### src/include/mem_stage_cfg.svh
`ifndef MEM_STAGE_CFG_SVH
`define MEM_STAGE_CFG_SVH

// Data and address width.
`define XLEN 64

// Register file index width.
`define REG_INDEX_W 5

// Data RAM depth in 64-bit words.
`define RAM_WORDS 256

// Word index width, taken from address bits 10 down to 3.
`define RAM_INDEX_W 8

`endif

### src/design/mem_stage_pkg.sv
package mem_stage_pkg;

    // Load width and extension.
    typedef enum logic [2:0] {
        LD_B  = 3'd0,
        LD_H  = 3'd1,
        LD_W  = 3'd2,
        LD_D  = 3'd3,
        LD_BU = 3'd4,
        LD_HU = 3'd5,
        LD_WU = 3'd6
    } load_type_e;

    // Store width.
    typedef enum logic [1:0] {
        ST_B = 2'd0,
        ST_H = 2'd1,
        ST_W = 2'd2,
        ST_D = 2'd3
    } store_type_e;

    // APB transfer sequencer in the LSU.
    typedef enum logic [1:0] {
        IDLE   = 2'd0,
        SETUP  = 2'd1,
        ACCESS = 2'd2
    } lsu_state_e;

    // Arbiter bus ownership.
    typedef enum logic {
        ARB_IDLE = 1'b0,
        ARB_BUSY = 1'b1
    } arb_state_e;

endpackage

### src/design/ex2mem.sv
`timescale 1ns/100ps
`include "mem_stage_cfg.svh"

module ex2mem (
    input  logic                        clk,
    input  logic                        rst,

    input  logic                        ex2mem_inst_valid_i,
    input  logic                        ex2mem_flush_i,
    input  logic                        ex2mem_hold_i,

    input  logic [`REG_INDEX_W-1:0]     ex2mem_rd_index_i,
    input  logic                        ex2mem_rd_en_i,
    input  logic                        ex2mem_mem_read_i,
    input  logic                        ex2mem_mem_write_i,
    input  mem_stage_pkg::load_type_e   ex2mem_load_type_i,
    input  mem_stage_pkg::store_type_e  ex2mem_store_type_i,
    input  logic [`XLEN-1:0]            ex2mem_rd_data_i,
    input  logic [`XLEN-1:0]            ex2mem_rs2_data_i,

    output logic                        ex2mem_inst_valid_o,
    output logic [`REG_INDEX_W-1:0]     ex2mem_rd_index_o,
    output logic                        ex2mem_rd_en_o,
    output logic                        ex2mem_mem_read_o,
    output logic                        ex2mem_mem_write_o,
    output mem_stage_pkg::load_type_e   ex2mem_load_type_o,
    output mem_stage_pkg::store_type_e  ex2mem_store_type_o,
    output logic [`XLEN-1:0]            ex2mem_rd_data_o,
    output logic [`XLEN-1:0]            ex2mem_rs2_data_o
);

    logic accept;
    logic bubble;

    assign accept = ex2mem_inst_valid_i & ~ex2mem_hold_i;
    assign bubble = accept & ex2mem_flush_i;

    // Valid marks a slot that was just latched or is still held.
    always_ff @(posedge clk) begin
        if (rst) begin
            ex2mem_inst_valid_o <= 1'b0;
            ex2mem_rd_en_o      <= 1'b0;
            ex2mem_mem_read_o   <= 1'b0;
            ex2mem_mem_write_o  <= 1'b0;
        end
        else if (accept) begin
            ex2mem_inst_valid_o <= ~ex2mem_flush_i;
            ex2mem_rd_en_o      <= ex2mem_rd_en_i & ~ex2mem_flush_i;
            ex2mem_mem_read_o   <= ex2mem_mem_read_i & ~ex2mem_flush_i;
            ex2mem_mem_write_o  <= ex2mem_mem_write_i & ~ex2mem_flush_i;
        end
        else if (!ex2mem_hold_i) begin
            ex2mem_inst_valid_o <= 1'b0;
        end
    end

    // Payload zeroed for a bubble.
    always_ff @(posedge clk) begin
        if (bubble) begin
            ex2mem_rd_index_o   <= '0;
            ex2mem_load_type_o  <= mem_stage_pkg::LD_B;
            ex2mem_store_type_o <= mem_stage_pkg::ST_B;
            ex2mem_rd_data_o    <= '0;
            ex2mem_rs2_data_o   <= '0;
        end
        else if (accept) begin
            ex2mem_rd_index_o   <= ex2mem_rd_index_i;
            ex2mem_load_type_o  <= ex2mem_load_type_i;
            ex2mem_store_type_o <= ex2mem_store_type_i;
            ex2mem_rd_data_o    <= ex2mem_rd_data_i;
            ex2mem_rs2_data_o   <= ex2mem_rs2_data_i;
        end
    end

    // Upstream decode never issues both.
    assert property (@(posedge clk) disable iff (rst)
        !(ex2mem_mem_read_o && ex2mem_mem_write_o));

endmodule

### config.mk
export PLATFORM = sky130hd
export DESIGN_NAME = ex2mem
export DESIGN_NICKNAME = d
export VERILOG_FILES = /design/src/design/mem_stage_pkg.sv /design/src/design/ex2mem.sv
export VERILOG_INCLUDE_DIRS = /design/src /design/src/include
export SDC_FILE = /design/constraint.sdc
export NUM_CORES = 1
export LEC_CHECK = 0
export BUFFER_PORTS_ARGS = -buffer_cell sky130_fd_sc_hd__buf_4
export CORE_MARGIN = 5
export CORE_UTILIZATION = 48
export CTS_CLUSTER_DIAMETER = 60
export DETAILED_ROUTE_END_ITERATION = 12
export GPL_ROUTABILITY_DRIVEN = 0
export PLACE_DENSITY_LB_ADDON = 0.25
export SLEW_MARGIN = 20
export SYNTH_ARGS = -nofsm -noshare
export SYNTH_HDL_FRONTEND = slang
export SYNTH_SLANG_ARGS = --single-unit
### constraint.sdc
create_clock -name clk -period 1.3 [get_ports clk]
set_input_delay 0 -clock clk [delete_from_list [all_inputs] [get_ports clk]]
set_output_delay 0 -clock clk [all_outputs]
set_load 0.01 [all_outputs]
Word level (Yosys, flattened, before mapping)
Index checks and enable logic that the tools add are counted.
Widths: inputs -> output; s select.
{"block": "op_classes", "mux": 2, "bitwise_logic": 7, "eq_ne": 1}
{"op": "$and 1x1->1", "n": 5}
{"op": "$mux 1", "n": 2}
{"op": "$ne 2x1->1 const B", "n": 1}
{"op": "$not 1->1", "n": 2}
{"block": "word_totals", "regBits": 142, "wordCells": 19, "output_inout_bits": 142, "input_bits": 146}

Logic depth before layout (Yosys ltp)
{"block": "depth", "depth_word": 3, "mapped_depth": 6, "ltp_nobuf": 3}

Worst setup path after synthesis
Ideal clock, no wire load.
{"block": "synth_timing", "path_type": "input -> register", "start": "input port ex2mem_hold_i", "end": "register ex2mem_rd_data_o[59]", "path_buffers": 3, "path_stages": 6, "arrival_time_ps": 680, "setup_slack_ps": 488, "cell_sequence": "nand2b_4 -> buf_6 -> buf_2 -> buf_4 -> nand2_1 -> o21ai_0"}
{"block": "synth_via", "elab_chain_len": 3}
{"item": "start: declaration", "line_no": "ex2mem.sv:10", "source": "input logic ex2mem_hold_i,"}
{"item": "$not 1->1 *", "line_no": "ex2mem.sv:35", "source": "assign accept = ex2mem_inst_valid_i & ~ex2mem_hold_i;"}
{"item": "$and 1x1->1 *", "line_no": "ex2mem.sv:35"}
{"item": "$and 1x1->1", "line_no": "ex2mem.sv:36", "source": "assign bubble = accept & ex2mem_flush_i;"}
{"item": "end signal: assignment", "line_no": "ex2mem.sv:70", "source": "ex2mem_rd_data_o <= ex2mem_rd_data_i;"}
{"item": "end: declaration", "line_no": "ex2mem.sv:28", "source": "output logic [`XLEN-1:0] ex2mem_rd_data_o,"}
Mark *: on every way between the ends. The rest lies on a longest branch, timed or not.
A chain may end at the register's enable or synchronous reset.

Final worst setup path
{"block": "layout_timing", "start": "input port ex2mem_mem_write_i", "end": "register ex2mem_mem_write_o"}
{"block": "layout_via", "elab_chain_len": 1}
{"item": "start: declaration", "line_no": "ex2mem.sv:15", "source": "input logic ex2mem_mem_write_i,"}
{"item": "$and 1x1->1", "line_no": "ex2mem.sv:50", "source": "ex2mem_mem_write_o <= ex2mem_mem_write_i & ~ex2mem_flush_i;"}
{"item": "end signal: assignment", "line_no": "ex2mem.sv:50"}
{"item": "end: declaration", "line_no": "ex2mem.sv:25", "source": "output logic ex2mem_mem_write_o,"}
No other way between the ends.

==> impl.org <==
** Clock network
- In this run the deepest clock path goes through 2 buffers.
- Root buffer cell :: clkbuf_8
- CTS H-tree lvls :: 4
- TritonCTS created 17 clock buffers.
- For the worst-skew pair, the clock arrives at the later sink with an insertion delay of 500 ps.
- Number of clock sinks seen by CTS :: 142
- TritonCTS clock tree :: yes
- After clock tree synthesis, the clock-pin slew on the worst setup and hold paths is 60 ps.

** Synth
- Register area share after synthesis :: 54.45%
- Number of flip-flops and latches in the synthesized netlist :: 142
- The cell area that synthesis handed to floorplanning was 5221 um^2.
- Number of distinct library cell variants in the gate-level netlist after synthesis :: 13
- Ys Warns :: 0
- When the netlist entered floorplanning its net count stood at 761.
- Synthesis produced 615 cells.
- A synthesized cell averages 8.490 um^2.

** Timing
- Remaining max-slew budget at the tightest pin :: 75.50%
- For the pin with the worst max-slew slack, the measured transition is 367.5 ps.
- TNS Setup :: 0 ps
- The clock arrives with 0 ps of skew.
- Final hold violation count :: 1
- Final count of negative-setup-slack endpoints :: 0
- Worst hold margin :: -50.45 ps
- The count of pins over their slew limit was 0.
- The clock period could shrink to 1269 ps.
- Final Cycle Share :: 97.63%
- Setup slack closes at 30.81 ps.
- Max Freq :: 0.7879 GHz
- RSZ-0062 raised after global routing :: false

** Critical path
- The cell that appears most often on the critical path is dlygate4sd3_1.
- Type of the setup path with the least slack :: in -> reg
- The worst setup path is captured at a register.
- Category of the worst setup path launch point :: input port
- Walking the worst path, the cells encountered are dlygate4sd3_1 > buf_4 > or3b_1 > dlygate4sd3_1 > a21oi_1.
- Required arrival time at the worst endpoint :: 1730 ps
- Worst path slowest cell :: dlygate4sd3_1
- Along the worst path, the maximum fanout reaches 2.
- At the worst endpoint, the arrival time is 1700 ps.
- Max incr delay on CP :: 580 ps

** Run
- The tool flagged a number of max-cap violations equal to 0.

** Floorplan
- The die is 114.3 um wide.
- The floorplan step defined a core boundary enclosing 10750 um^2.
- Starting density of the core :: 48.59%
- Number of rows in the core area :: 38
- The die is 114.3 um tall.
- Top-level I/O count :: 288
- The die covers 13060 um^2.

** Worst hold path
- Class of the tightest hold or removal check :: in -> reg

** Global route
- GRT overflow :: 0
- The number of global-route vias before repair was 6697.
- Entering global routing, the biggest net connects 101 pins.
- The number of antenna violations at the first check in global routing was 1.
- First-pass GRT wire length :: 34030 um
- Overall global routing resource usage :: 33.53%

** Power and ir drop
- Power comes to 13.03 mW.
- For this design the static power due to leakage is 4.373 nW.
- Dividing total power by cell area gives a power density of 1348 nW/um^2.
- Largest vdd supply drop :: 0.0009240 V

** Outcome
- Status :: finished, violations left
- The final reports fail on hold timing.

** Cells and area
- Area Growth Syn to Fin :: 85.14%
- The post-route netlist has 31.02% of its cells at a drive strength greater than 1.
- The sequential cells in the finished layout cover a total of 2843 um^2.
- Final instance area :: 9667 um^2
- The layout has 444 filler cells.
- After the last flow step, the layout net total stands at 1184.
- In the final layout, the multi-input gates occupy 2157 um^2.

** Detailed routing
- The routed design has 22200 um of wire.
- In this run the remaining antenna-violating nets after routing total 0.
- The detailed router finished its first iteration with 411 violations.
- In the final routed layout, each cell accounts on average for 18.63 um.
- Before antenna repair, the detailed router went through 5 iterations.
- The final route contains 6131 vias.
- DRC viols :: 0
- Number of vias per cell after detailed routing :: 5.143

** Placement
- Placed cell area :: 7433 um^2
- Total of buffers placed on input and output ports :: 287
- HPWL after detailed placement :: 11280 um
- Prior to clock tree synthesis, the placed netlist has a worst setup slack of 367.8 ps.
-- Yosys cell counts --
cell	n	area [um^2]
clkbuf_1	29	108.9
o21ai_0	138	690.7
nand2b_1	138	863.3
o21ai_1	1	5.000
buf_6	1	11.26
buf_4	10	75.07
buf_2	6	30.03
or3b_1	3	26.28
nand2b_4	1	13.76
nor2b_1	1	6.260
a21oi_1	3	15.01
dfxtp_1	142	2843
nand2_1	142	533.0
-- where the power goes --
| part | internal, mW | switching [mW] |
|---|---|---|
| clock network | 3.51 | 1.84 |
| registers | 4.83 | 0.288 |
| logic | 1.41 | 1.15 |
| total | 9.75 | 3.27 |
-- worst paths after layout --
path | startpoint | end | slack (ps) | cells after the start
setup reg to reg | ex2mem_inst_valid_o | ex2mem_inst_valid_o | 90 | 4
setup / recovery | ex2mem_mem_write_i | ex2mem_mem_write_o | 30 | 5
hold reg to reg | ex2mem_rs2_data_o[38] | ex2mem_rs2_data_o[38] | 450 | 2
hold / removal | ex2mem_flush_i | ex2mem_mem_read_o | -50 | 3
-- sequential cells by signal, summed over array words and instances, names as in the netlist --
name,cells
ex2mem_load_type_o,3
ex2mem_rd_data_o,64
ex2mem_rs2_data_o,64
ex2mem_inst_valid_o,1
ex2mem_mem_write_o,1
ex2mem_mem_read_o,1
ex2mem_rd_index_o,5
ex2mem_store_type_o,2
ex2mem_rd_en_o,1
-- critical path: cells and delay by family --
family | cells | cell delay, ps
compound gates | 1 | 140
simple gates | 1 | 350
buf+inv | 3 | 1210
-- area by class of cell --
class	instances	share of cell area [%]
Tap cell	140	1.812
Clock buffer	22	4.893
Clock inverter	10	1.890
Multi-Input combinational cell	427	22.31
Sequential cell	142	29.41
Timing Repair Buffer	450	39.66
Antenna cell	1	0.02589
-- kinds of logic (layout without fill, tap and decap cells) --
kind of cell	count (synthesis)	in the layout	share of synthesized area (%)
compound gates	142	142	13.61
buf+inv	46	482	4.313
flops	142	142	54.45
other cells	0	1	0
simple gates	285	285	27.63
-- per-layer routing --
metal	up-vias	track usage (%)	wire (um)
met5	-	0	0
met4	0	26.37	1717
met3	135	9.567	1633
met2	335	61.94	11800
met1	2844	30.23	7046
li1	2817	-	-
-- through the flow --
step           std cells  util, %
2_1_floorplan        615        -
3_3_place_gp        1002    69.18
3_5_place_dp        1002    69.18
4_1_cts             1192    90.00
5_1_grt             1192    89.96
6_report            1192    89.96
-- cell usage in the layout, fill, tap and decap left out --
cell / instances
clkbuf_16: 16
buf_12: 5
nor2b_1: 1
clkinv_2: 2
o21ai_1: 1
nand2_1: 142
diode_2: 1
nand2b_4: 1
dfxtp_1: 142
clkinvlp_4: 3
bufinv_16: 5
nand2b_1: 138
or3b_1: 3
clkbuf_1: 1
a21oi_2: 1
buf_4: 288
dlygate4sd3_1: 157
o21ai_0: 138
clkbuf_8: 5
a21oi_1: 2
-- repair_timing --
item / in CTS / in global routing
endpoints found under the hold margin: 142 / 0
resized for setup: 0 / 1
buffers inserted: 0 / 0
endpoints found under the setup margin: 0 / 1
hold buffers: 158 / 0
No activity file was read; power rests on OpenSTA's default activity.
