### src/include/mem_stage_cfg.svh
`ifndef MEM_STAGE_CFG_SVH
`define MEM_STAGE_CFG_SVH

// Data and address width.
`define XLEN 64

// Register file index width.
`define REG_INDEX_W 5

// Data RAM depth in 64-bit words.
`define RAM_WORDS 256

// Word index width, taken from address bits 10 down to 3.
`define RAM_INDEX_W 8

`endif

### src/design/mem_stage_pkg.sv
package mem_stage_pkg;

    // Load width and extension.
    typedef enum logic [2:0] {
        LD_B  = 3'd0,
        LD_H  = 3'd1,
        LD_W  = 3'd2,
        LD_D  = 3'd3,
        LD_BU = 3'd4,
        LD_HU = 3'd5,
        LD_WU = 3'd6
    } load_type_e;

    // Store width.
    typedef enum logic [1:0] {
        ST_B = 2'd0,
        ST_H = 2'd1,
        ST_W = 2'd2,
        ST_D = 2'd3
    } store_type_e;

    // APB transfer sequencer in the LSU.
    typedef enum logic [1:0] {
        IDLE   = 2'd0,
        SETUP  = 2'd1,
        ACCESS = 2'd2
    } lsu_state_e;

    // Arbiter bus ownership.
    typedef enum logic {
        ARB_IDLE = 1'b0,
        ARB_BUSY = 1'b1
    } arb_state_e;

endpackage

### src/design/apb_arbiter.sv
`timescale 1ns/100ps
`include "mem_stage_cfg.svh"

module apb_arbiter (
    input  logic                    clk,
    input  logic                    rst,

    input  logic                    s0_psel_i,
    input  logic                    s0_penable_i,
    input  logic                    s0_pwrite_i,
    input  logic [`XLEN-1:0]        s0_paddr_i,
    input  logic [`XLEN-1:0]        s0_pwdata_i,
    input  logic [`XLEN/8-1:0]      s0_pstrb_i,
    output logic [`XLEN-1:0]        s0_prdata_o,
    output logic                    s0_pready_o,

    input  logic                    s1_psel_i,
    input  logic                    s1_penable_i,
    input  logic                    s1_pwrite_i,
    input  logic [`XLEN-1:0]        s1_paddr_i,
    input  logic [`XLEN-1:0]        s1_pwdata_i,
    input  logic [`XLEN/8-1:0]      s1_pstrb_i,
    output logic [`XLEN-1:0]        s1_prdata_o,
    output logic                    s1_pready_o,

    output logic                    m_psel_o,
    output logic                    m_penable_o,
    output logic                    m_pwrite_o,
    output logic [`XLEN-1:0]        m_paddr_o,
    output logic [`XLEN-1:0]        m_pwdata_o,
    output logic [`XLEN/8-1:0]      m_pstrb_o,
    input  logic [`XLEN-1:0]        m_prdata_i,
    input  logic                    m_pready_i
);

    mem_stage_pkg::arb_state_e state_r;

    logic busy;
    logic grant_r;
    logic last_r;
    logic pick;
    logic sel;

    assign busy = state_r == mem_stage_pkg::ARB_BUSY;

    // Round robin on contention, else whichever port asks.
    assign pick = (s0_psel_i & s1_psel_i) ? ~last_r : s1_psel_i;
    assign sel  = busy ? grant_r : pick;

    always_ff @(posedge clk) begin
        if (rst) begin
            state_r <= mem_stage_pkg::ARB_IDLE;
            grant_r <= 1'b0;
            last_r  <= 1'b1;
        end
        else if (!busy) begin
            if (s0_psel_i | s1_psel_i) begin
                state_r <= mem_stage_pkg::ARB_BUSY;
                grant_r <= pick;
                last_r  <= pick;
            end
        end
        else if (m_pready_i) begin
            state_r <= mem_stage_pkg::ARB_IDLE;
        end
    end

    // The idle cycle doubles as the RAM setup phase.
    assign m_psel_o    = busy | s0_psel_i | s1_psel_i;
    assign m_penable_o = busy & (grant_r ? s1_penable_i : s0_penable_i);
    assign m_pwrite_o  = sel ? s1_pwrite_i : s0_pwrite_i;
    assign m_paddr_o   = sel ? s1_paddr_i : s0_paddr_i;
    assign m_pwdata_o  = sel ? s1_pwdata_i : s0_pwdata_i;
    assign m_pstrb_o   = sel ? s1_pstrb_i : s0_pstrb_i;

    assign s0_prdata_o = m_prdata_i;
    assign s1_prdata_o = m_prdata_i;
    assign s0_pready_o = busy & ~grant_r & m_pready_i;
    assign s1_pready_o = busy & grant_r & m_pready_i;

    // A RAM completion reaches exactly one requesting port.
    assert property (@(posedge clk) disable iff (rst)
        (m_pready_i && m_penable_o) |->
            $onehot({s0_pready_o & s0_psel_i, s1_pready_o & s1_psel_i}));

endmodule

### config.mk
export PLATFORM = sky130hd
export DESIGN_NAME = apb_arbiter
export DESIGN_NICKNAME = d
export VERILOG_FILES = /design/src/design/mem_stage_pkg.sv /design/src/design/apb_arbiter.sv
export VERILOG_INCLUDE_DIRS = /design/src /design/src/include
export SDC_FILE = /design/constraint.sdc
export NUM_CORES = 1
export LEC_CHECK = 0
export BUFFER_PORTS_ARGS = -buffer_cell sky130_fd_sc_hd__buf_4
export CAP_MARGIN = 30
export CORE_AREA = 3 3 236 238
export DETAILED_ROUTE_END_ITERATION = 10
export DIE_AREA = 0 0 239 241
export PLACE_DENSITY = 0.35
export SKIP_CTS_REPAIR_TIMING = 1
export SYNTH_ARGS = -nofsm -noshare
export SYNTH_HDL_FRONTEND = slang
export SYNTH_SLANG_ARGS = --single-unit
### constraint.sdc
create_clock -name clk -period 1.53 [get_ports clk]
set_input_delay 0.2295 -clock clk [delete_from_list [all_inputs] [get_ports clk]]
set_output_delay 0.2295 -clock clk [all_outputs]
set_load 0.1 [all_outputs]
# Word level (Yosys, flattened, before mapping)
# Cells that the tools add are included.
[op_classes]
mux = 10
n_bitwise = 12
reduce_logical = 1
[op_table]
columns = ["op", "count"]
rows = [
  ["two-way mux 64 bit", 2],
  ["two-way mux 8 bit", 1],
  ["two-way mux 1 bit", 7],
  ["bitwise AND 1 bit", 6],
  ["NOT 1 bit", 3],
  ["bitwise OR 1 bit", 3],
  ["AND reduction 2 bit", 1],
]
[totals]
reg_bits = 3
input_bits = 345
out_inout_bits = 269
elab_cells = 26

# Logic depth before layout (Yosys ltp)
# Gate-level depths: netlist (run 1).
[depth]
word_depth = 4
depth_mapped = 5
ltp_nobuf = 3

# Worst setup path after synthesis (run 1)
# OpenSTA, ideal clock, no wires.
[synth_path]
path_type = "register -> output"
from = "register grant_r"
to = "output port m_penable_o"
arrival_ns = 1.812
required_time_ns = 1.300
path_slack_ns = -0.512
path_stages_with_launch = 3
n_path_buf = 0
path_cell_list = "dfxtp_1 > mux2i_1 > nor2b_1"
[synth_via]
elab_chain_cells = 2
[synth_lines]
columns = ["element", "line_no", "rtl"]
rows = [
  ["start, declared", "apb_arbiter.sv:39", "logic grant_r;"],
  ["start signal, assigned", "apb_arbiter.sv:59", "grant_r <= pick;"],
  ["two-way mux 1 bit", "apb_arbiter.sv:70", "assign m_penable_o = busy & (grant_r ? s1_penable_i : s0_penable_i);"],
  ["bitwise AND 1 bit", "apb_arbiter.sv:70", ""],
  ["end, declared", "apb_arbiter.sv:27", "output logic m_penable_o,"],
]
# Every way passes these cells.

# Worst setup path in the final report (run 1)
[layout_path]
from = "register state_r, in the netlist busy"
to = "output port m_paddr_o[22]"
[layout_via]
elab_chain_cells = 2
[layout_lines]
columns = ["element", "line_no", "rtl"]
rows = [
  ["start, declared", "apb_arbiter.sv:36", "mem_stage_pkg::arb_state_e state_r;"],
  ["start signal, assigned", "apb_arbiter.sv:52", "state_r <= mem_stage_pkg::ARB_IDLE;"],
  ["start signal, assigned", "apb_arbiter.sv:58", "state_r <= mem_stage_pkg::ARB_BUSY;"],
  ["start signal, assigned", "apb_arbiter.sv:64", "state_r <= mem_stage_pkg::ARB_IDLE;"],
  ["two-way mux 1 bit", "apb_arbiter.sv:48", "assign sel = busy ? grant_r : pick;"],
  ["two-way mux 64 bit", "apb_arbiter.sv:72", "assign m_paddr_o = sel ? s1_paddr_i : s0_paddr_i;"],
  ["end, declared", "apb_arbiter.sv:29", "output logic [`XLEN-1:0] m_paddr_o,"],
]
# Every way passes these cells.

==> impl_metrics.toml, run 1 <==
[worst_setup_path]
start_kind = "flop"
worstSetupEndpointType = "primary output"
slowest_delay_ns = 0.35
cp.required_ns = 1.30
critical_path_depth = 5
worst-r2r-cell-count = 3
path_cells = "a22oi_2 > clkbuf_16 > buf_16 > mux2_4 > buf_12"
crit_family = "buffers and inverters"
crit_buf_inv = 3
worstPathArrival_ns = 1.88
slowest_stage = "dfxtp_4"
crit_path_max_fanout = 15
path_class = "flop to primary output"

[floorplan]
die_w_um = 239
ios = 614
die-area_um2 = 57600
rows = 85
die_y_um = 241
core_um2 = 53810
start_util_pct = 6.403

[run]
drv_cap = 0

[detailed_routing]
via_count = 3455
drt-total-wl_mm = 21.04
drt_iter0_markers = 34
viasPerCell = 2.625
wire_per_inst_um = 15.99
drc = 0
ant_nets = 0
dr.pass1.iters = 4

[outcome]
violations = "negative setup slack"
status = "finished, violations left"

[pwr]
power_density_nw_per_um2 = 804.5
worst_ir_drop_vdd_uv = 487.5
total_power_mw = 6.412
leakage_nw = 4.025

[cts]
cts_tree = "done"
htree_levels = 1
cts_made_buffers = 3
cts_root_buffer = "clkbuf_16"
cts.clk_slew.worst_paths_ns = 0.03
clk_latency_ns = 0.22
cts.path.max_buffers = 2
cts_sinks = 3

[synthesis]
ys_seq_area_share_pct = 1.743
synth_area_leaders = "mux2_4 (57%), buf_4 (28%), buf_12 (8.1%), mux2_2 (2.3%), dfxtp_1 (1.7%)"
postSynthAreaPerCell_um2 = 11.56
syn-num-nets = 643
yosys.area.top_type = "mux2_4"
syn-instance-count = 298
syn_area_um2 = 3446
yosys_register_bits = 3
yosysUniqueCellTypes = 18
synth_top_area_share_pct = 56.64
ys_warn_count = 0

[timing]
rsz0062_at_grt = "yes"
finalCritPeriodShare_pct = 137.7
maxSlewViolCount = 0
relSlewSlack_pct = 81.30
worst_clock_skew_ns = 0.001219
layout_min_cycle_time_ns = 2.106
tightestPinTransition_ns = 0.2828
fmax_ghz = 0.4748
setup_slack_ns = -0.5762
finalSetupViolCount = 137
hold_violations = 0

[placement]
numPortBuffers = 421
placedCellCount = 1300
hpwl_mm = 17.95
placed_area_um2 = 6499
gp_congestion = 0.6633

[global_routing]
grt_pass1_wl_mm = 23.92
track_usage_pct = 5.747
grt_max_degree = 26
overflow = 0
antenna_found_initial = 4
grt_pass1_vias = 3472

[final_layout]
stdcell_count = 1316
nets = 964
nFillCells = 6051
final_cell_mix = "buf_4 (296), mux2_4 (134), buf_6 (74)"
area_delta_synth_final_pct = 131.3
stdcell_area_um2 = 7970
final_common_cell = "buf_4"
drive_above_1_share_pct = 98.06

[worst_hold_path]
min_path_type = "primary input to flop"
whs_path_depth = 2
==> registers in the layout, indices dropped and copies added, names as in the netlist <==
name     count
busy         1
grant_r      1
last_r       1
==> cells by family after synthesis <==
family,Yosys count,synth area share (%)
buffers and inverters,143,36.35
muxes,138,59.22
and+or+nand+nor,11,1.852
AOI/OAI and AO/OA,3,0.8352
DFF,3,1.743
==> cell type report <==
type	count	area, um^2	share of cell area, %
multi-input combinational	152	2161	27.11
sequential	3	65.06	0.8163
tap	696	870.8	10.93
timing repair buffer	459	4790	60.09
antenna	2	5.005	0.06279
clock buffer	4	78.83	0.9890
==> metal layers <==
metal  GRT usage [%]  vias up  wire length (um)  part of all wire [%]
met4          0.2199        0                43                  0.20
met5               0        -                 0                     0
li1                -     1545                 -                     -
met2           10.90      381             11230                    53
met3           2.743        6              2656                    13
met1           6.069     1523              7113                    34
==> report_power, final <==
part	switching, mW	internal, mW	leakage (nW)
sequential	0.00718	0.0860	0.0252
clock	0.0695	0.344	0.0382
combinational	3.59	2.31	3.96
total	3.67	2.74	4.03
==> worst register-to-register path: cells and delay by family, from the launching register on <==
family | cells | cell delay, ns
and+or+nand+nor | 2 | 0.54
DFF | 1 | 0.35
buffers and inverters | 1 | 0.14
==> cells in the mapped netlist (all sizes together) <==
master  count
buf       143
mux2      137
dfxtp       3
nor2b       3
a22oi       2
nand2       2
nor2        2
a211o       1
and3        1
and3b       1
mux2i       1
nand2b      1
or3         1
==> final timing paths <==
kind	from	end	slack, ns
worst max register to register	busy	busy	0.38
worst max-delay path	busy	m_paddr_o[22]	-0.58
worst min-delay path	rst	grant_r	0.19
worst min register to register	last_r	last_r	0.56
==> through the flow <==
stage | TNS [ns] | hold WS (ns) | util, % | setup slack, ns
detailed placement | -62.34 | 0.4181 | 12.08 | -0.4989
CTS | -91.31 | 0.1880 | 12.22 | -0.7096
global route | -81.71 | 0.1898 | 14.80 | -0.6361
floorplan | -16.91 | 0.3019 | - | -0.1263
global placement | -62.03 | 0.4189 | 12.08 | -0.5011
finish | -72.68 | 0.1854 | 14.81 | -0.5762
(Power assumes the default switching activity.)
==> run 2, diff against run 1 <==
--- a/config.mk
+++ b/config.mk
@@ -6,12 +6,14 @@
 export SDC_FILE = /design/constraint.sdc
 export NUM_CORES = 1
 export LEC_CHECK = 0
-export BUFFER_PORTS_ARGS = -buffer_cell sky130_fd_sc_hd__buf_4
 export CAP_MARGIN = 30
-export CORE_AREA = 3 3 236 238
+export CELL_PAD_IN_SITES_DETAIL_PLACEMENT = 1
+export CELL_PAD_IN_SITES_GLOBAL_PLACEMENT = 2
+export CORE_AREA = 3 3 239 241
 export DETAILED_ROUTE_END_ITERATION = 10
-export DIE_AREA = 0 0 239 241
-export PLACE_DENSITY = 0.35
+export DIE_AREA = 0 0 242 244
+export DONT_BUFFER_PORTS = 1
+export PLACE_DENSITY = 0.34
 export SKIP_CTS_REPAIR_TIMING = 1
 export SYNTH_ARGS = -nofsm -noshare
 export SYNTH_HDL_FRONTEND = slang
==> run 2 against run 1 <==
  * The flow still finishes with violations (negative setup slack)
  * Cell area decreased by 52%
  * Flip-flop and latch count unchanged
  * Non-clock buffer count decreased by 424
  * Critical path type unchanged
  * Clock power increased by 4%
  * Fmax decreased by 2.1%
  * Die area increased by 2.5%
  * Core utilization decreased by 7.8 points
  * Final cell count decreased by 28%
  * Global-route usage decreased by 0.39 points
  * Clock skew increased by 0.0024 ns
==> impl_metrics.toml, run 2 (synthesized netlist as in run 1, its figures left out) <==
[outcome]
status = "finished, violations left"
violations = "negative setup slack"

[timing]
layout_min_cycle_time_ns = 2.150
relSlewSlack_pct = 76.32
hold_violations = 0
tightestPinTransition_ns = 0.3569
setup_slack_ns = -0.6203
finalSetupViolCount = 137
worst_clock_skew_ns = 0.003616
fmax_ghz = 0.4650
finalCritPeriodShare_pct = 140.5
rsz0062_at_grt = "yes"
maxSlewViolCount = 0

[floorplan]
die_y_um = 244
ios = 614
rows = 86
die_w_um = 242
die-area_um2 = 59050
start_util_pct = 6.255
core_um2 = 55090

[final_layout]
multiInputGateArea_um2 = 2167
final_cell_mix = "mux2_4 (137), buf_12 (12), clkbuf_16 (9)"
stdcell_count = 949
area_delta_synth_final_pct = 11.84
utilization_pct = 6.995
seqCellArea_um2 = 62.56
nets = 540
drive_above_1_share_pct = 93.81
nFillCells = 6502
final_common_cell = "mux2_4"

[global_routing]
antenna_found_initial = 15
grt_max_degree = 90
grt_pass1_wl_mm = 21.24
track_usage_pct = 5.358
overflow = 0
grt_pass1_vias = 2040

[worst_setup_path]
worst-r2r-cell-count = 4
reg2reg_slack_ns = 0.46
cp.required_ns = 1.30
worstPathArrival_ns = 1.92
regToRegEndpoint = "last_r"
regToRegStartpoint = "busy"
path_class = "flop to primary output"
crit_path_max_fanout = 11
start_kind = "flop"
worstSetupEndpointType = "primary output"

[detailed_routing]
dr.pass1.iters = 4
ant_nets = 0
viasPerCell = 2.091
drt-total-wl_mm = 19.96
wire_per_inst_um = 21.03
via_count = 1984
drc = 0
drt_iter0_markers = 47

[cts]
cts_made_buffers = 3
cts.path.max_buffers = 2
htree_levels = 1
clk_latency_ns = 0.23
cts.clk_slew.worst_paths_ns = 0.03
cts_sinks = 3
cts_root_buffer = "clkbuf_16"
cts_tree = "done"

[placement]
hpwl_mm = 17.09
numPortBuffers = 0
placedCellCount = 920
gp_congestion = 0.7538

[worst_hold_path]
min-delay-start = "rst"
whs_path_depth = 1
hold_end = "grant_r"
min_path_type = "primary input to flop"

[run]
drv_cap = 0

[pwr]
leakage_nw = 1.644
worst_ir_drop_vdd_uv = 306.3
power_density_nw_per_um2 = 1223
run 2: critical path, stage by stage (launching register included):
cell	delay [ns]
dfxtp_2	0.34
nand2_2	0.08
a22oi_2	0.27
buf_6	0.18
buf_6	0.17
clkbuf_16	0.21
mux2_4	0.45
run 2: how the worst max path moves through the flow:
| stage | to | from |
|---|---|---|
| 6_report | m_paddr_o[18] | last_r |
| 4_1_cts | m_paddr_o[5] | last_r |
| 5_1_grt | m_paddr_o[32] | last_r |
| 3_5_place_dp | m_paddr_o[5] | last_r |
| 3_3_place_gp | m_paddr_o[5] | busy |
| 2_1_floorplan | m_paddr_o[10] | busy |
run 2: metrics by stage:
step	hold WS (ns)	total power [mW]	setup TNS [ns]	setup slack, ns	cell area (um^2)
2_1_floorplan	0.3019	5.515	-16.91	-0.1263	3460
3_3_place_gp	0.3031	4.074	-45.97	-0.3923	3383
3_5_place_dp	0.3168	4.065	-57.75	-0.4840	3383
4_1_cts	0.08709	4.497	-93.19	-0.7422	3462
5_1_grt	0.08270	4.791	-83.68	-0.6767	3846
6_report	0.08560	4.714	-74.67	-0.6203	3854
run 2: power breakdown:
group,switching (mW),internal [mW]
registers,0.00711,0.0865
clock network,0.0849,0.345
logic,3.26,0.932
run 2: cell type report:
cell class | instances | area share, %
Multi-Input combinational cell | 152 | 56.23
Clock buffer | 4 | 2.045
Tap cell | 748 | 24.29
Sequential cell | 3 | 1.623
Timing Repair Buffer | 35 | 15.36
Antenna cell | 7 | 0.4545
run 2: layer usage:
metal / vias to the layer above / GRT usage (%) / part of all wire [%]
met5: - / 0 / 0.060
met4: 2 / 0.4950 / 1.3
met3: 20 / 3.213 / 14
met2: 430 / 10.73 / 53
met1: 832 / 4.674 / 31
li1: 700 / - / -
==> run 3, diff against run 2 <==
--- a/config.mk
+++ b/config.mk
@@ -14,6 +14,7 @@
 export DIE_AREA = 0 0 242 244
 export DONT_BUFFER_PORTS = 1
 export PLACE_DENSITY = 0.34
+export RECOVER_POWER = 100
 export SKIP_CTS_REPAIR_TIMING = 1
 export SYNTH_ARGS = -nofsm -noshare
 export SYNTH_HDL_FRONTEND = slang
==> run 3 against run 2 <==
  * The run still ends with negative setup slack left
  * Power down 0.24%
  * Fmax up 0.19%
  * Hold slack improved by 0.00097 ns
  * Clock skew fell by 0.0013 ns
  * Sequential power barely moved
  * Wire length shrank 0.10%
  * Flip-flop and latch count is the same
  * Non-clock buffer count is the same
  * Core utilization about the same
  * Critical path type unchanged
==> impl_metrics.toml, run 3 (synthesized netlist as in run 1, its figures left out) <==
[outcome]
status = "finished, violations left"
violations = "negative setup slack"

[pwr]
clockPowerShare_pct = 9.1
p_sw_share_pct = 71.12
switching_power_mw = 3.345
worst_ir_drop_vdd_uv = 306.2
power.internal_mw = 1.358
p_comb_share_pct = 88.9
p_seq_share_pct = 2.0
leakage_nw = 1.637
total_power_mw = 4.703
power_density_nw_per_um2 = 1225

[detailed_routing]
drt-total-wl_mm = 19.94
via_count = 1968
drc = 0
wire_per_inst_um = 21.01
ant_nets = 0
dr.pass1.iters = 4
viasPerCell = 2.074
drt_iter0_markers = 52

[timing]
fin_hold_ws_ns = 0.08656
fin_setup_tns_ns = -74.01
maxSlewViolCount = 0
tightestPinTransition_ns = 0.3570
hold_violations = 0
finalSetupViolCount = 137
fmax_ghz = 0.4659
relSlewSlack_pct = 76.32
worst_clock_skew_ns = 0.002323
layout_min_cycle_time_ns = 2.146
setup_slack_ns = -0.6162
rsz0062_at_grt = "yes"
finalCritPeriodShare_pct = 140.3

[worst_hold_path]
min_path_type = "primary input to flop"

[run]
drv_cap = 0

[global_routing]
overflow = 0
grt_max_degree = 90
track_usage_pct = 5.358
antenna_found_initial = 15
grt_pass1_vias = 2040
grt_pass1_wl_mm = 21.24

[cts]
clk_latency_ns = 0.23
htree_levels = 1
cts_root_buffer = "clkbuf_16"
cts_sinks = 3
cts.clk_slew.worst_paths_ns = 0.03
cts_made_buffers = 3
cts_tree = "done"
cts.path.max_buffers = 2

[worst_setup_path]
start_kind = "flop"
worstSetupEndpointType = "primary output"
cp.required_ns = 1.30
path_class = "flop to primary output"
crit_path_max_fanout = 11
worstPathArrival_ns = 1.92

[final_layout]
area_delta_synth_final_pct = 11.40
utilization_pct = 6.968
stdcell_count = 949
final_cell_mix = "mux2_4 (137), buf_12 (11), clkbuf_16 (9)"
seqCellArea_um2 = 62.56
nets = 540
final_common_cell = "mux2_4"
drive_above_1_share_pct = 93.81
stdcell_area_um2 = 3839
multiInputGateArea_um2 = 2167
nFillCells = 6505

[floorplan]
die_w_um = 242
core_um2 = 55090
rows = 86
die-area_um2 = 59050
ios = 614
die_y_um = 244
start_util_pct = 6.255

[placement]
dp_slack_ns = -0.4840
placed_area_um2 = 3383
gp_congestion = 0.7538
hpwl_mm = 17.09
numPortBuffers = 0
placedCellCount = 920
-- run 3: cell types whose count changed in the layout (fill, tap and decap cells not counted) --
cell      previous run  this run
buf_12              12        11
buf_4                8         5
clkbuf_2             0         1
clkbuf_4             0         3
-- run 3: critical path, stage by stage (launching register included) --
cell	delay, ns
dfxtp_2	0.34
nand2_2	0.08
a22oi_2	0.26
buf_6	0.18
buf_6	0.17
clkbuf_16	0.21
mux2_4	0.45
-- run 3: final timing paths --
| check | cells after the start | start | slack [ns] | end |
|---|---|---|---|---|
| max | 6 | last_r | -0.62 | m_paddr_o[18] |
| min | 1 | rst | 0.09 | grant_r |
| max reg2reg | 4 | busy | 0.47 | last_r |
| min reg2reg | 1 | last_r | 0.48 | last_r |
-- run 3: final cells by class --
type / instances / area share, %
Sequential cell: 3 / 1.630
Tap cell: 748 / 24.38
Timing Repair Buffer: 35 / 15.03
Clock buffer: 4 / 2.053
Antenna cell: 7 / 0.4563
Multi-Input combinational cell: 152 / 56.45
-- run 3: routing by layer --
layer / routed length, um / GRT usage [%] / vias to the layer above
met5: 12 / 0 / -
met2: 10650 / 10.73 / 422
met1: 6152 / 4.674 / 824
li1: - / - / 700
met3: 2864 / 3.213 / 20
met4: 260 / 0.4950 / 2
-- run 3: power by group through the flow --
stage / Combinational [mW] / Sequential [mW] / Clock, mW
floorplan: 5.42 / 0.0939 / 0
global placement: 3.98 / 0.0923 / 0
detailed placement: 3.97 / 0.0938 / 0
CTS: 3.98 / 0.0931 / 0.428
global route: 4.26 / 0.0942 / 0.432
finish: 4.18 / 0.0935 / 0.426
