### config.mk
export PLATFORM = sky130hd
export DESIGN_NAME = lsu
export DESIGN_NICKNAME = d
export VERILOG_FILES = /design/src/design/mem_stage_pkg.sv /design/src/design/lsu.sv
export VERILOG_INCLUDE_DIRS = /design/src /design/src/include
export SDC_FILE = /design/constraint.sdc
export NUM_CORES = 1
export LEC_CHECK = 0
export ABC_CLOCK_PERIOD_IN_PS = 5200
export BUFFER_PORTS_ARGS = -buffer_cell sky130_fd_sc_hd__buf_4
export CORE_AREA = 4 4 163 165
export CTS_BUF_LIST = sky130_fd_sc_hd__clkbuf_8
export DETAILED_ROUTE_END_ITERATION = 8
export DIE_AREA = 0 0 167 169
export PLACE_DENSITY = 0.53
export SLEW_MARGIN = 5
export SYNTH_ARGS = -nofsm -noshare
export SYNTH_HDL_FRONTEND = slang
export SYNTH_SLANG_ARGS = --single-unit
### constraint.sdc
create_clock -name clk -period 5.2 [get_ports clk]
set_clock_uncertainty 0.2 [all_clocks]
set_input_delay 1.56 -clock clk [delete_from_list [all_inputs] [get_ports clk]]
set_output_delay 1.56 -clock clk [all_outputs]
set_load 0.02 [all_outputs]
### src/include/mem_stage_cfg.svh
`ifndef MEM_STAGE_CFG_SVH
`define MEM_STAGE_CFG_SVH

// Data and address width.
`define XLEN 64

// Register file index width.
`define REG_INDEX_W 5

// Data RAM depth in 64-bit words.
`define RAM_WORDS 256

// Word index width, taken from address bits 10 down to 3.
`define RAM_INDEX_W 8

`endif

### src/design/mem_stage_pkg.sv
package mem_stage_pkg;

    // Load width and extension.
    typedef enum logic [2:0] {
        LD_B  = 3'd0,
        LD_H  = 3'd1,
        LD_W  = 3'd2,
        LD_D  = 3'd3,
        LD_BU = 3'd4,
        LD_HU = 3'd5,
        LD_WU = 3'd6
    } load_type_e;

    // Store width.
    typedef enum logic [1:0] {
        ST_B = 2'd0,
        ST_H = 2'd1,
        ST_W = 2'd2,
        ST_D = 2'd3
    } store_type_e;

    // APB transfer sequencer in the LSU.
    typedef enum logic [1:0] {
        IDLE   = 2'd0,
        SETUP  = 2'd1,
        ACCESS = 2'd2
    } lsu_state_e;

    // Arbiter bus ownership.
    typedef enum logic {
        ARB_IDLE = 1'b0,
        ARB_BUSY = 1'b1
    } arb_state_e;

endpackage

### src/design/lsu.sv
`timescale 1ns/100ps
`include "mem_stage_cfg.svh"

module lsu (
    input  logic                        clk,
    input  logic                        rst,

    input  logic                        inst_valid_i,
    input  logic [`REG_INDEX_W-1:0]     rd_index_i,
    input  logic                        rd_en_i,
    input  logic                        mem_read_i,
    input  logic                        mem_write_i,
    input  mem_stage_pkg::load_type_e   load_type_i,
    input  mem_stage_pkg::store_type_e  store_type_i,
    input  logic [`XLEN-1:0]            rd_data_i,
    input  logic [`XLEN-1:0]            rs2_data_i,

    output logic                        hold_o,
    output logic                        stall_o,

    output logic                        m_psel_o,
    output logic                        m_penable_o,
    output logic                        m_pwrite_o,
    output logic [`XLEN-1:0]            m_paddr_o,
    output logic [`XLEN-1:0]            m_pwdata_o,
    output logic [`XLEN/8-1:0]          m_pstrb_o,
    input  logic [`XLEN-1:0]            m_prdata_i,
    input  logic                        m_pready_i,

    output logic                        wb_valid_o,
    output logic [`REG_INDEX_W-1:0]     wb_rd_index_o,
    output logic [`XLEN-1:0]            wb_rd_data_o
);

    mem_stage_pkg::lsu_state_e state_r;

    logic                   done_r;
    logic                   mem_op;
    logic                   req;
    logic                   xfer_end;
    logic [2:0]             offset;
    logic [2:0]             st_mask;
    logic [2:0]             ld_mask;
    logic                   misaligned;
    logic [`XLEN/8-1:0]     strb;
    logic [`XLEN-1:0]       load_shifted;
    logic [`XLEN-1:0]       load_data;

    assign mem_op   = mem_read_i | mem_write_i;
    assign offset   = rd_data_i[2:0];
    assign xfer_end = (state_r == mem_stage_pkg::ACCESS) & m_pready_i;

    // Done covers the cycle after pready, until ex2mem moves on.
    assign req     = inst_valid_i & mem_op & ~done_r;
    assign stall_o = req;
    assign hold_o  = req;

    always_ff @(posedge clk) begin
        if (rst) begin
            state_r <= mem_stage_pkg::IDLE;
            done_r  <= 1'b0;
        end
        else begin
            done_r <= xfer_end;
            case (state_r)
                mem_stage_pkg::IDLE: begin
                    if (req) begin
                        state_r <= mem_stage_pkg::SETUP;
                    end
                end
                mem_stage_pkg::SETUP: begin
                    state_r <= mem_stage_pkg::ACCESS;
                end
                mem_stage_pkg::ACCESS: begin
                    if (m_pready_i) begin
                        state_r <= mem_stage_pkg::IDLE;
                    end
                end
                default: begin
                    state_r <= mem_stage_pkg::IDLE;
                end
            endcase
        end
    end

    assign m_psel_o    = state_r != mem_stage_pkg::IDLE;
    assign m_penable_o = state_r == mem_stage_pkg::ACCESS;
    assign m_pwrite_o  = mem_write_i;
    assign m_paddr_o   = rd_data_i;
    assign m_pstrb_o   = mem_write_i ? strb : '0;

    // Store data replicated into every lane.
    always_comb begin
        case (store_type_i)
            mem_stage_pkg::ST_B: begin
                m_pwdata_o = {8{rs2_data_i[7:0]}};
                strb       = 8'b0000_0001 << offset;
                st_mask    = 3'b000;
            end
            mem_stage_pkg::ST_H: begin
                m_pwdata_o = {4{rs2_data_i[15:0]}};
                strb       = 8'b0000_0011 << offset;
                st_mask    = 3'b001;
            end
            mem_stage_pkg::ST_W: begin
                m_pwdata_o = {2{rs2_data_i[31:0]}};
                strb       = 8'b0000_1111 << offset;
                st_mask    = 3'b011;
            end
            default: begin
                m_pwdata_o = rs2_data_i;
                strb       = 8'b1111_1111;
                st_mask    = 3'b111;
            end
        endcase
    end

    assign load_shifted = m_prdata_i >> {offset, 3'b000};

    always_comb begin
        load_data = load_shifted;
        ld_mask   = 3'b111;
        case (load_type_i)
            mem_stage_pkg::LD_B: begin
                load_data = {{(`XLEN-8){load_shifted[7]}}, load_shifted[7:0]};
                ld_mask   = 3'b000;
            end
            mem_stage_pkg::LD_BU: begin
                load_data = {{(`XLEN-8){1'b0}}, load_shifted[7:0]};
                ld_mask   = 3'b000;
            end
            mem_stage_pkg::LD_H: begin
                load_data = {{(`XLEN-16){load_shifted[15]}}, load_shifted[15:0]};
                ld_mask   = 3'b001;
            end
            mem_stage_pkg::LD_HU: begin
                load_data = {{(`XLEN-16){1'b0}}, load_shifted[15:0]};
                ld_mask   = 3'b001;
            end
            mem_stage_pkg::LD_W: begin
                load_data = {{(`XLEN-32){load_shifted[31]}}, load_shifted[31:0]};
                ld_mask   = 3'b011;
            end
            mem_stage_pkg::LD_WU: begin
                load_data = {{(`XLEN-32){1'b0}}, load_shifted[31:0]};
                ld_mask   = 3'b011;
            end
            default: begin
                load_data = load_shifted;
            end
        endcase
    end

    assign misaligned = |(offset & (mem_read_i ? ld_mask : st_mask));

    // ALU results the cycle after latching, loads the edge after pready.
    always_ff @(posedge clk) begin
        if (rst) begin
            wb_valid_o <= 1'b0;
        end
        else begin
            wb_valid_o <= rd_en_i & ((inst_valid_i & ~mem_op) | (xfer_end & mem_read_i));
        end
    end

    always_ff @(posedge clk) begin
        wb_rd_index_o <= rd_index_i;
        wb_rd_data_o  <= mem_read_i ? load_data : rd_data_i;
    end

    assert property (@(posedge clk) disable iff (rst) req |-> !misaligned);

    // Relies on ex2mem holding its slot while stalled.
    assert property (@(posedge clk) disable iff (rst)
        (state_r == mem_stage_pkg::ACCESS) |->
            $stable(m_paddr_o) && $stable(m_pwdata_o) &&
            $stable(m_pstrb_o) && $stable(m_pwrite_o));

endmodule

# ---- Word-level counts from Yosys, hierarchy flattened
# Index checks and enable logic that the tools add are counted.
dict set report word_totals {
  reg_bits 73
  latchBits 0
  ram_bits 0
  mem_bits_ro 0
  input_bits 209
  output_inout_bits 211
  n_memories 0
}
dict set report op_classes {
  add_sub_neg 0
  mul 0
  n_div 0
  magnitude_cmp 0
  eq_ne 11
  shifts 4
  mux 8
  bitwise 10
  n_reduce_logical 5
}
# op count
set op_table {}
lappend op_table {{64-bit case mux with 6 select lines} 1}
lappend op_table {{64-bit case mux with 3 select lines} 1}
lappend op_table {{64-bit two-way mux} 1}
lappend op_table {{64-bit by 6-bit >> shifter with 64-bit output} 1}
lappend op_table {{8-bit case mux with 3 select lines} 1}
lappend op_table {{3-bit equality test (second input constant)} 3}
lappend op_table {{8-bit two-way mux} 1}
lappend op_table {{1-bit by 3-bit left shift with 8-bit output (first input constant)} 1}
lappend op_table {{2-bit by 3-bit left shift with 8-bit output (first input constant)} 1}
lappend op_table {{4-bit by 3-bit left shift with 8-bit output (first input constant)} 1}
lappend op_table {{1-bit AND} 6}
lappend op_table {{2-bit case mux with 3 select lines} 1}
lappend op_table {{2-bit by 1-bit equality test with 1-bit output (second input constant)} 2}
lappend op_table {{2-bit equality test (second input constant)} 2}
lappend op_table {{2-bit logical NOT} 2}
lappend op_table {{2-bit two-way mux} 2}
lappend op_table {{3-bit by 1-bit equality test with 1-bit output (second input constant)} 1}
lappend op_table {{3-bit by 2-bit equality test with 1-bit output (second input constant)} 1}
lappend op_table {{3-bit logical NOT} 1}
lappend op_table {{2-bit by 1-bit inequality test with 1-bit output (second input constant)} 1}
lappend op_table {{2-bit inequality test (second input constant)} 1}
lappend op_table {{1-bit NOT} 2}
lappend op_table {{1-bit OR} 2}
lappend op_table {{2-bit AND reduction} 1}
lappend op_table {{2-bit nonzero test} 1}

# ---- Logic depth before layout (Yosys ltp)
# Gate-level depths: netlist of run 1.
dict set report logic_depth {
  ltp_word 5
  depth_mapped 9
}

# ---- Worst setup path before layout of run 1
# Ideal clock, no wire load.
dict set report synth_path {
  kind {input to output}
  start {input rd_data_i[0]}
  end {output m_pstrb_o[5]}
  t_arrival_ps 3109
  t_required_ps 3440
  path_slack_ps 331
  path_stages 7
  path_buffers 5
  path_cell_list {buf_6 -> buf_4 -> buf_4 -> buf_2 -> buf_2 -> o21ai_0 -> a21boi_0}
}
dict set report synth_via {
  elab_chain_len 3
  word_cells_on_any_way 5
  cone_classes {shift: 3; mux: 2}
}
# element line
set synth_lines {}
lappend synth_lines {{from (decl)} lsu.sv:15} ;# input logic [`XLEN-1:0] rd_data_i,
lappend synth_lines {{4-bit by 3-bit left shift with 8-bit output, or another cell as far along} lsu.sv:107} ;# strb = 8'b0000_1111 << offset;
lappend synth_lines {{8-bit case mux with 3 select lines (*)} lsu.sv:94} ;# case (store_type_i)
lappend synth_lines {{8-bit two-way mux (*)} lsu.sv:90} ;# assign m_pstrb_o = mem_write_i ? strb : '0;
lappend synth_lines {{to (decl)} lsu.sv:26} ;# output logic [`XLEN/8-1:0] m_pstrb_o,
# Mark *: on every way between the ends. The rest lies on a longest branch, timed or not.

# ---- Worst setup path after layout of run 1
dict set report layout_path {
  start {input store_type_i[0]}
  end {output m_pwdata_o[33]}
}
dict set report layout_via {
  elab_chain_len 2
  word_cells_on_any_way 4
  cone_classes {eq/ne: 2; mux: 1; reduce/logical: 1}
}
# element line
set layout_lines {}
lappend layout_lines {{from (decl)} lsu.sv:14} ;# input mem_stage_pkg::store_type_e store_type_i,
lappend layout_lines {{2-bit equality test, or another cell as far along} lsu.sv:94}
lappend layout_lines {{64-bit case mux with 3 select lines (*)} lsu.sv:94}
lappend layout_lines {{to (decl)} lsu.sv:25} ;# output logic [`XLEN-1:0] m_pwdata_o,
# Marks and branches as above.

==> impl_metrics.toml, run 1 <==
[timing]
tightest_slew_ns = 0.820
max_clock_freq_ghz = 0.203
fin_setup_tns_ns = 0
finalHoldViolations = 0
post-route-period-util = 0.947
finalCriticalPeriod_ns = 4.93
relSlewSlack = 0.453
slew_viol_final = 0
rsz0062_at_grt = "no"
finalSetupViolCount = 0

[hold_path]
hold_path_class = "reg -> reg"
hold_start = "state_r[0]"
hold_depth = 2
whs_endpoint = "state_r[1]"

[clocking]
cts_hold_buffers = 0
cts-htree-levels = 3
path_clk_slew_ns = 0.09
cts_tree = "yes"
tritoncts.num_buffers = 9
cts.path.max_buffers = 2
root_buffer = "clkbuf_8"
clkLatencyLatePin_ns = 0.37
cts_resized = 0
cts_sinks = 73
postCtsSetupBuffers = 0

[routing]
viasPerCell = 4.85
postRouteAntennaNets = 0
dr.pass1.iters = 5
drtIter0Drc = 318
drc = 0
vias = 6946
wl_mm = 29.3
route.detailed.wl_per_inst_um = 20.5

[global_route]
grt_pass1_vias = 6845
grt_use_total = 0.196
grt_pass1_wl_mm = 42.9
grt_max_degree = 65
antenna_found_initial = 1
grt_overflow = 0

[outcome]
status = "complete, no violations"

[final_layout]
layout.cells.non_filler = 1433
final_cell_mix = "buf_4, nor2_1, nand2_1, dfxtp_1, a21oi_1"
areaGrowthSynthToFinish_pct = 47.6
nNetsFinal = 1313
final_common_cell = "buf_4"
drive_gt1_frac = 0.473
fin_util = 0.371
diodes = 0

[yosys]
yosys_most_used_dff = "dfxtp_1"
syn_nets = 1008
synth_cell_types = 52
yosys_warnings = 0
ys_seq_area_frac = 0.232
syn_area_per_cell_um2 = 7.94
ys_ff_latch = 73
async_reset_ff_frac = 0
syn_area_um2 = 6290
syn_inst = 793
synth_edf_count = 0

[worst_setup_path]
r2r_end = "state_r[0]"
critical_path_arrival_ns = 3.17
crit_fanout = 8
cp-end-kind = "output pin"
required_ns = 3.44
reg2reg_depth = 2
cp-start-kind = "input port"
path_class = "in -> out"
rr_startpoint = "done_r"
reg2reg_setup_slack_ns = 3.82

[floorplanning]
fp.coreArea_um2 = 25000
die-area_um2 = 28200
initial_core_util = 0.251
die_h_um = 169
row_count = 58
pin_count = 420
die_w_um = 167

[place]
placed_cells = 1417
hpwl_mm = 23.9
io_buffers = 419
globalplace.congestion = 0.836

[power]
power_leakage_nw = 4.36
powerDensity_nw_per_um2 = 226
vdd_drop_max_mv = 0.105

[flow_run]
drv_cap = 0
## synthesized netlist by cell type, types with 9 or more instances
library cell  count  area, um^2
nor2_1          102         383
nand2_1         101         379
buf_4            83         623
dfxtp_1          73        1460
a21oi_1          41         205
clkbuf_1         41         154
mux2i_1          37         370
o22ai_1          23         144
o21ai_0          22         110
a22oi_1          21         158
mux2_2           20         225
a22o_1           17         149
inv_1            17        63.8
mux4_2           14         315
nor2b_1          14        87.6
a31oi_1          13        81.3
nor3_1           12        60.1
o211ai_1         12        90.1
a31oi_2          10         125
a31oi_4          10         213
buf_2             9        45.0
o22a_1            9        78.8
## how the worst max path moves through the flow
stage	depth (start not counted)	endpoint	start
after global placement	8	m_pwdata_o[38]	store_type_i[0]
after detailed placement	8	m_pwdata_o[32]	store_type_i[0]
after floorplan	7	m_pstrb_o[5]	rd_data_i[0]
after global routing	8	m_pwdata_o[38]	store_type_i[0]
after CTS	8	m_pwdata_o[32]	store_type_i[0]
final	8	m_pwdata_o[33]	store_type_i[0]
## area by class of cell
cell class	count	area, um^2
clock buffer	9	124
clock inverter	7	103
fill	2715	15700
inverter	17	63.8
multi-input combinational	559	3840
sequential	73	1460
tap	330	413
timing repair buffer	438	3290
## state kept, by name, summed over array words and instances (netlist names)
name,count
wb_valid_o,1
done_r,1
wb_rd_index_o,5
wb_rd_data_o,64
state_r,2
## metal layers
layer	global-route usage	part of all wire	routed length, um	up-vias
li1	-	-	-	3361
met1	0.245	0.41	12200	3273
met2	0.341	0.50	14700	282
met3	0.0451	0.066	1930	28
met4	0.0487	0.016	480	2
met5	0	0.00044	13	-
## logic make-up after synthesis
family,Yosys count,share of synthesized area
and+or+nand+nor,266,0.186
muxes,72,0.147
AOI/OAI and AO/OA,215,0.265
adders and majority gates,6,0.0119
buffers and inverters,161,0.158
DFF,73,0.232
## power by group
group          total [mW]  internal [mW]  switching (mW)
clock               0.533          0.276           0.257
sequential          0.628          0.614          0.0142
combinational       0.941          0.422           0.518
## critical path: stages
cell and delay [ns]:
buf_4 0.13, inv_1 0.09, ha_1 0.29, or2_2 0.19, nor2_1 0.04, nor2_1 0.49, a22o_1 0.23, buf_4 0.14
## through the flow
stage               instance area (um^2)  power, mW  worst slack, ns  hold slack [ns]
floorplan                           6290       1.18            0.331            0.295
global placement                    9070       1.59            0.365            0.313
detailed placement                  9070       1.59            0.258            0.334
CTS                                 9290       2.13            0.246            0.349
global route                        9290       2.21            0.120            0.391
finish                              9290       2.10            0.274            0.344
(Power assumes the default switching activity.)
==> run 2: changes to the inputs <==
--- a/config.mk
+++ b/config.mk
@@ -7,7 +7,7 @@
 export NUM_CORES = 1
 export LEC_CHECK = 0
 export ABC_CLOCK_PERIOD_IN_PS = 5200
-export BUFFER_PORTS_ARGS = -buffer_cell sky130_fd_sc_hd__buf_4
+export BUFFER_PORTS_ARGS = -buffer_cell sky130_fd_sc_hd__buf_2
 export CORE_AREA = 4 4 163 165
 export CTS_BUF_LIST = sky130_fd_sc_hd__clkbuf_8
 export DETAILED_ROUTE_END_ITERATION = 8
==> impl_metrics.toml, run 2 (synthesis gave the netlist of run 1 again) <==
[outcome]
status = "complete, no violations"

[floorplanning]
die_h_um = 169
initial_core_util = 0.251
pin_count = 420
row_count = 58
die_w_um = 167
fp.coreArea_um2 = 25000
die-area_um2 = 28200

[final_layout]
largest_reg_flops = 64
nNetsFinal = 1310
final_cell_mix = "buf_2, nor2_1, nand2_1, dfxtp_1, a21oi_1"
fin_util = 0.329
design_area_um2 = 8240
fillers = 2768
largestRegisters = "wb_rd_data_o: 64 flops, wb_rd_index_o: 5 flops, state_r: 2 flops"
areaGrowthSynthToFinish_pct = 30.9
top_register = "wb_rd_data_o"
drive_gt1_frac = 0.473
final_common_cell = "buf_2"

[global_route]
grt_overflow = 0
antenna_found_initial = 2
grt_max_degree = 73
grt_use_total = 0.185
grt_pass1_vias = 6734
grt_pass1_wl_mm = 40.6

[power]
swShare = 0.395
power_leakage_nw = 4.01
finalPower_mw = 1.97
power_switching_mw = 0.780
pwr-share-comb = 0.412
powerDensity_nw_per_um2 = 240
p_clk_frac = 0.272
vdd_drop_max_mv = 0.108
internal_power_mw = 1.19
pwr-share-seq = 0.317

[worst_setup_path]
slowest_delay_ns = 0.47
worstPathCellList = "buf_2 -> inv_1 -> ha_1 -> nor2_1 -> nor2_1 -> a22o_1 -> buf_2"
cp-end-kind = "output pin"
crit_start = "store_type_i[0]"
path_class = "in -> out"
cp-start-kind = "input port"
required_ns = 3.44
rr_startpoint = "done_r"
cpMaxStageDelayCell = "nor2_1"
crit_fanout = 11
critical_path_arrival_ns = 3.12

[timing]
finalSetupViolCount = 0
relSlewSlack = 0.412
worst_slack_ns = 0.325
tightest_slew_ns = 0.882
fin_setup_tns_ns = 0
finalCriticalPeriod_ns = 4.88
finalHoldViolations = 0
post-route-period-util = 0.938
slew_viol_final = 0
rsz0062_at_grt = "no"
max_clock_freq_ghz = 0.205

[routing]
wl_mm = 28.0
drtIter0Drc = 380
postRouteAntennaNets = 0
drc = 0
dr.pass1.iters = 5
route.detailed.wl_per_inst_um = 19.5
vias = 6983
viasPerCell = 4.88

[flow_run]
drv_cap = 0

[clocking]
cts_hold_buffers = 0
cts_tree = "yes"
tritoncts.num_buffers = 9
root_buffer = "clkbuf_8"
cts-htree-levels = 3
cts_resized = 0
postCtsSetupBuffers = 0
cts.path.max_buffers = 2
cts_sinks = 73
clkLatencyLatePin_ns = 0.37
path_clk_slew_ns = 0.10

[place]
pre_cts_ws_ns = 0.325
io_buffers = 419
globalplace.congestion = 0.874
hpwl_mm = 22.7
place_area_um2 = 8010

[hold_path]
hold_path_class = "reg -> reg"
hold_start = "state_r[1]"
## run 2: cell types whose count changed in the layout (fill, tap and decap cells not counted)
cell,delta
buf_4,-419
nor3_1,-1
nor3_2,+1
buf_2,+416
diode_2,+2
## run 2: cell type report
class / count / area, um^2 / area share
Antenna cell: 2 / 5.00 / 0.000607
Clock buffer: 9 / 124 / 0.0150
Clock inverter: 7 / 103 / 0.0125
Inverter: 17 / 63.8 / 0.00774
Multi-Input combinational cell: 559 / 3850 / 0.467
Sequential cell: 73 / 1460 / 0.177
Tap cell: 330 / 413 / 0.0501
Timing Repair Buffer: 435 / 2220 / 0.270
## run 2: worst paths after layout
check | to | slack [ns] | cells after the start
min | state_r[1] | 0.35 | 2
min reg2reg | state_r[1] | 0.35 | 2
max reg2reg | state_r[0] | 3.86 | 2
max | m_pwdata_o[33] | 0.32 | 7
## run 2: worst max-delay path: cells and delay by family
family,cells,cell delay [ns]
AO/OA/AOI/OAI,1,0.22
AND/OR/NAND/NOR,2,0.56
adder cells (fa/ha/maj),1,0.38
buffers and inverters,3,0.39
## run 2: routing by layer
layer | up-vias | track usage | share of wire
li1 | 3355 | - | -
met2 | 318 | 0.321 | 0.50
met1 | 3279 | 0.232 | 0.41
met4 | 2 | 0.0462 | 0.016
met3 | 29 | 0.0425 | 0.074
met5 | - | 0 | 0.00061
## run 2: stage by stage
step	hold WS, ns	std cells
floorplan	0.295	793
global placement	0.325	1414
detailed placement	0.336	1414
CTS	0.353	1430
global route	0.404	1431
finish	0.348	1432
## run 2: power groups by stage
stage,Sequential (mW),Combinational [mW],Clock (mW)
2_1_floorplan,0.710,0.468,0
3_3_place_gp,0.638,0.816,0
3_5_place_dp,0.639,0.817,0
4_1_cts,0.626,0.820,0.558
5_1_grt,0.631,0.878,0.574
6_report,0.625,0.813,0.537
==> run 3: changes to the inputs <==
--- a/config.mk
+++ b/config.mk
@@ -8,11 +8,11 @@
 export LEC_CHECK = 0
 export ABC_CLOCK_PERIOD_IN_PS = 5200
 export BUFFER_PORTS_ARGS = -buffer_cell sky130_fd_sc_hd__buf_2
-export CORE_AREA = 4 4 163 165
+export CORE_AREA = 4 4 161 163
 export CTS_BUF_LIST = sky130_fd_sc_hd__clkbuf_8
 export DETAILED_ROUTE_END_ITERATION = 8
-export DIE_AREA = 0 0 167 169
-export PLACE_DENSITY = 0.53
+export DIE_AREA = 0 0 165 167
+export PLACE_DENSITY = 0.54
 export SLEW_MARGIN = 5
 export SYNTH_ARGS = -nofsm -noshare
 export SYNTH_HDL_FRONTEND = slang
==> impl_metrics.toml, run 3 (synthesis gave the netlist of run 1 again) <==
[timing]
finalSetupViolCount = 0
max_clock_freq_ghz = 0.202
post-route-period-util = 0.950
relSlewSlack = 0.408
finalCriticalPeriod_ns = 4.94
worst_slack_ns = 0.261
fin_hold_ws_ns = 0.334
finalHoldViolations = 0
fin_setup_tns_ns = 0
slew_viol_final = 0
tightest_slew_ns = 0.888
rsz0062_at_grt = "no"

[worst_setup_path]
reg2reg_setup_slack_ns = 4.03
r2r_end = "wb_valid_o"
cp-end-kind = "output pin"
crit_fanout = 11
cp-start-kind = "input port"
required_ns = 3.44
slowest_delay_ns = 0.49
rr_startpoint = "state_r[1]"
worstPathCellList = "buf_2 -> inv_1 -> ha_1 -> nor2_1 -> nor2_1 -> a22o_1 -> buf_2"
cpMaxStageDelayCell = "nor2_1"
path_class = "in -> out"
reg2reg_depth = 4
critical_path_arrival_ns = 3.18

[routing]
drtIter0Drc = 406
postRouteAntennaNets = 0
vias = 7014
wl_mm = 27.9
route.detailed.wl_per_inst_um = 19.5
drc = 0
viasPerCell = 4.90
dr.pass1.iters = 5

[power]
powerDensity_nw_per_um2 = 233
vdd_drop_max_mv = 0.126
power_leakage_nw = 4.02

[clocking]
path_clk_slew_ns = 0.08
cts-htree-levels = 3
cts_sinks = 73
cts_hold_buffers = 0
cts.path.max_buffers = 2
postCtsSetupBuffers = 0
tritoncts.num_buffers = 9
clkLatencyLatePin_ns = 0.36
cts_tree = "yes"
cts_resized = 0
root_buffer = "clkbuf_8"

[global_route]
use_met1 = 0.240
grt_pass1_wl_mm = 40.6
grtUsageMet2 = 0.327
grt_pass1_vias = 6633
grt_use_total = 0.191
antenna_found_initial = 9
use_met3 = 0.0435
grt_overflow = 0
top_usage_layer = "met2"
grt_max_degree = 74

[place]
globalplace.congestion = 0.890
pre_cts_ws_ns = 0.304
hpwl_mm = 22.8
placed_cells = 1411
io_buffers = 419

[final_layout]
layout.cells.non_filler = 1432
regArea_um2 = 1460
areaGrowthSynthToFinish_pct = 31.0
multiInputGateArea_um2 = 3840
nNetsFinal = 1313
fillers = 2737
final_cell_mix = "buf_2, nor2_1, nand2_1, dfxtp_1, a21oi_1"
top_register = "wb_rd_data_o"
fin_util = 0.339
largest_reg_flops = 64
final_common_cell = "buf_2"
largestRegisters = "wb_rd_data_o: 64 flops, wb_rd_index_o: 5 flops, state_r: 2 flops"
drive_gt1_frac = 0.473

[floorplanning]
row_count = 57
pin_count = 420
die_w_um = 165
die-area_um2 = 27600
initial_core_util = 0.259
die_h_um = 167
fp.coreArea_um2 = 24300

[hold_path]
hold_depth = 2
whs_endpoint = "state_r[1]"
hold_path_class = "reg -> reg"
hold_start = "state_r[1]"

[flow_run]
drv_cap = 0

[outcome]
status = "complete, no violations"
## run 3: area by class of cell
| cell class | instances | share of cell area |
|---|---|---|
| antenna | 5 | 0.00152 |
| clock buffer | 9 | 0.0150 |
| clock inverter | 7 | 0.00941 |
| inverter | 17 | 0.00774 |
| multi-input combinational | 559 | 0.466 |
| sequential | 73 | 0.177 |
| tap | 324 | 0.0492 |
| timing repair buffer | 438 | 0.274 |
## run 3: worst max-delay path, delay by kind of cell
kind                       cells  cell delay [ns]
adders and majority gates      1             0.40
AOI/OAI and AO/OA              1             0.23
and+or+nand+nor                2             0.58
buffers and inverters          3             0.39
## run 3: stage by stage
stage                     total power [mW]  cell area, um^2
after floorplan                       1.18             6290
after global placement                1.46             8030
after detailed placement              1.46             8030
after CTS                             1.95             8230
after global routing                  2.04             8250
final                                 1.92             8250
## run 3: power by group
group	internal (mW)	switching [mW]	total (mW)
Combinational	0.308	0.509	0.817
Sequential	0.613	0.0118	0.625
Clock	0.226	0.256	0.482
Total	1.15	0.777	1.92
## run 3: worst max-delay path by stage
stage,endpoint,from,cells after the start,slack (ns)
6_report,m_pwdata_o[37],store_type_i[0],7,0.26
5_1_grt,m_pwdata_o[39],store_type_i[0],7,0.15
4_1_cts,m_pwdata_o[33],store_type_i[0],7,0.29
3_5_place_dp,m_pwdata_o[37],store_type_i[0],7,0.30
3_3_place_gp,m_pwdata_o[32],store_type_i[0],7,0.40
2_1_floorplan,m_pstrb_o[5],rd_data_i[0],7,0.33
## run 3: layer usage
layer	vias up	share of wire	wire length [um]
li1	3357	-	-
met1	3315	0.41	11500
met2	301	0.49	13700
met3	33	0.077	2140
met4	8	0.016	451
met5	-	0.0022	61
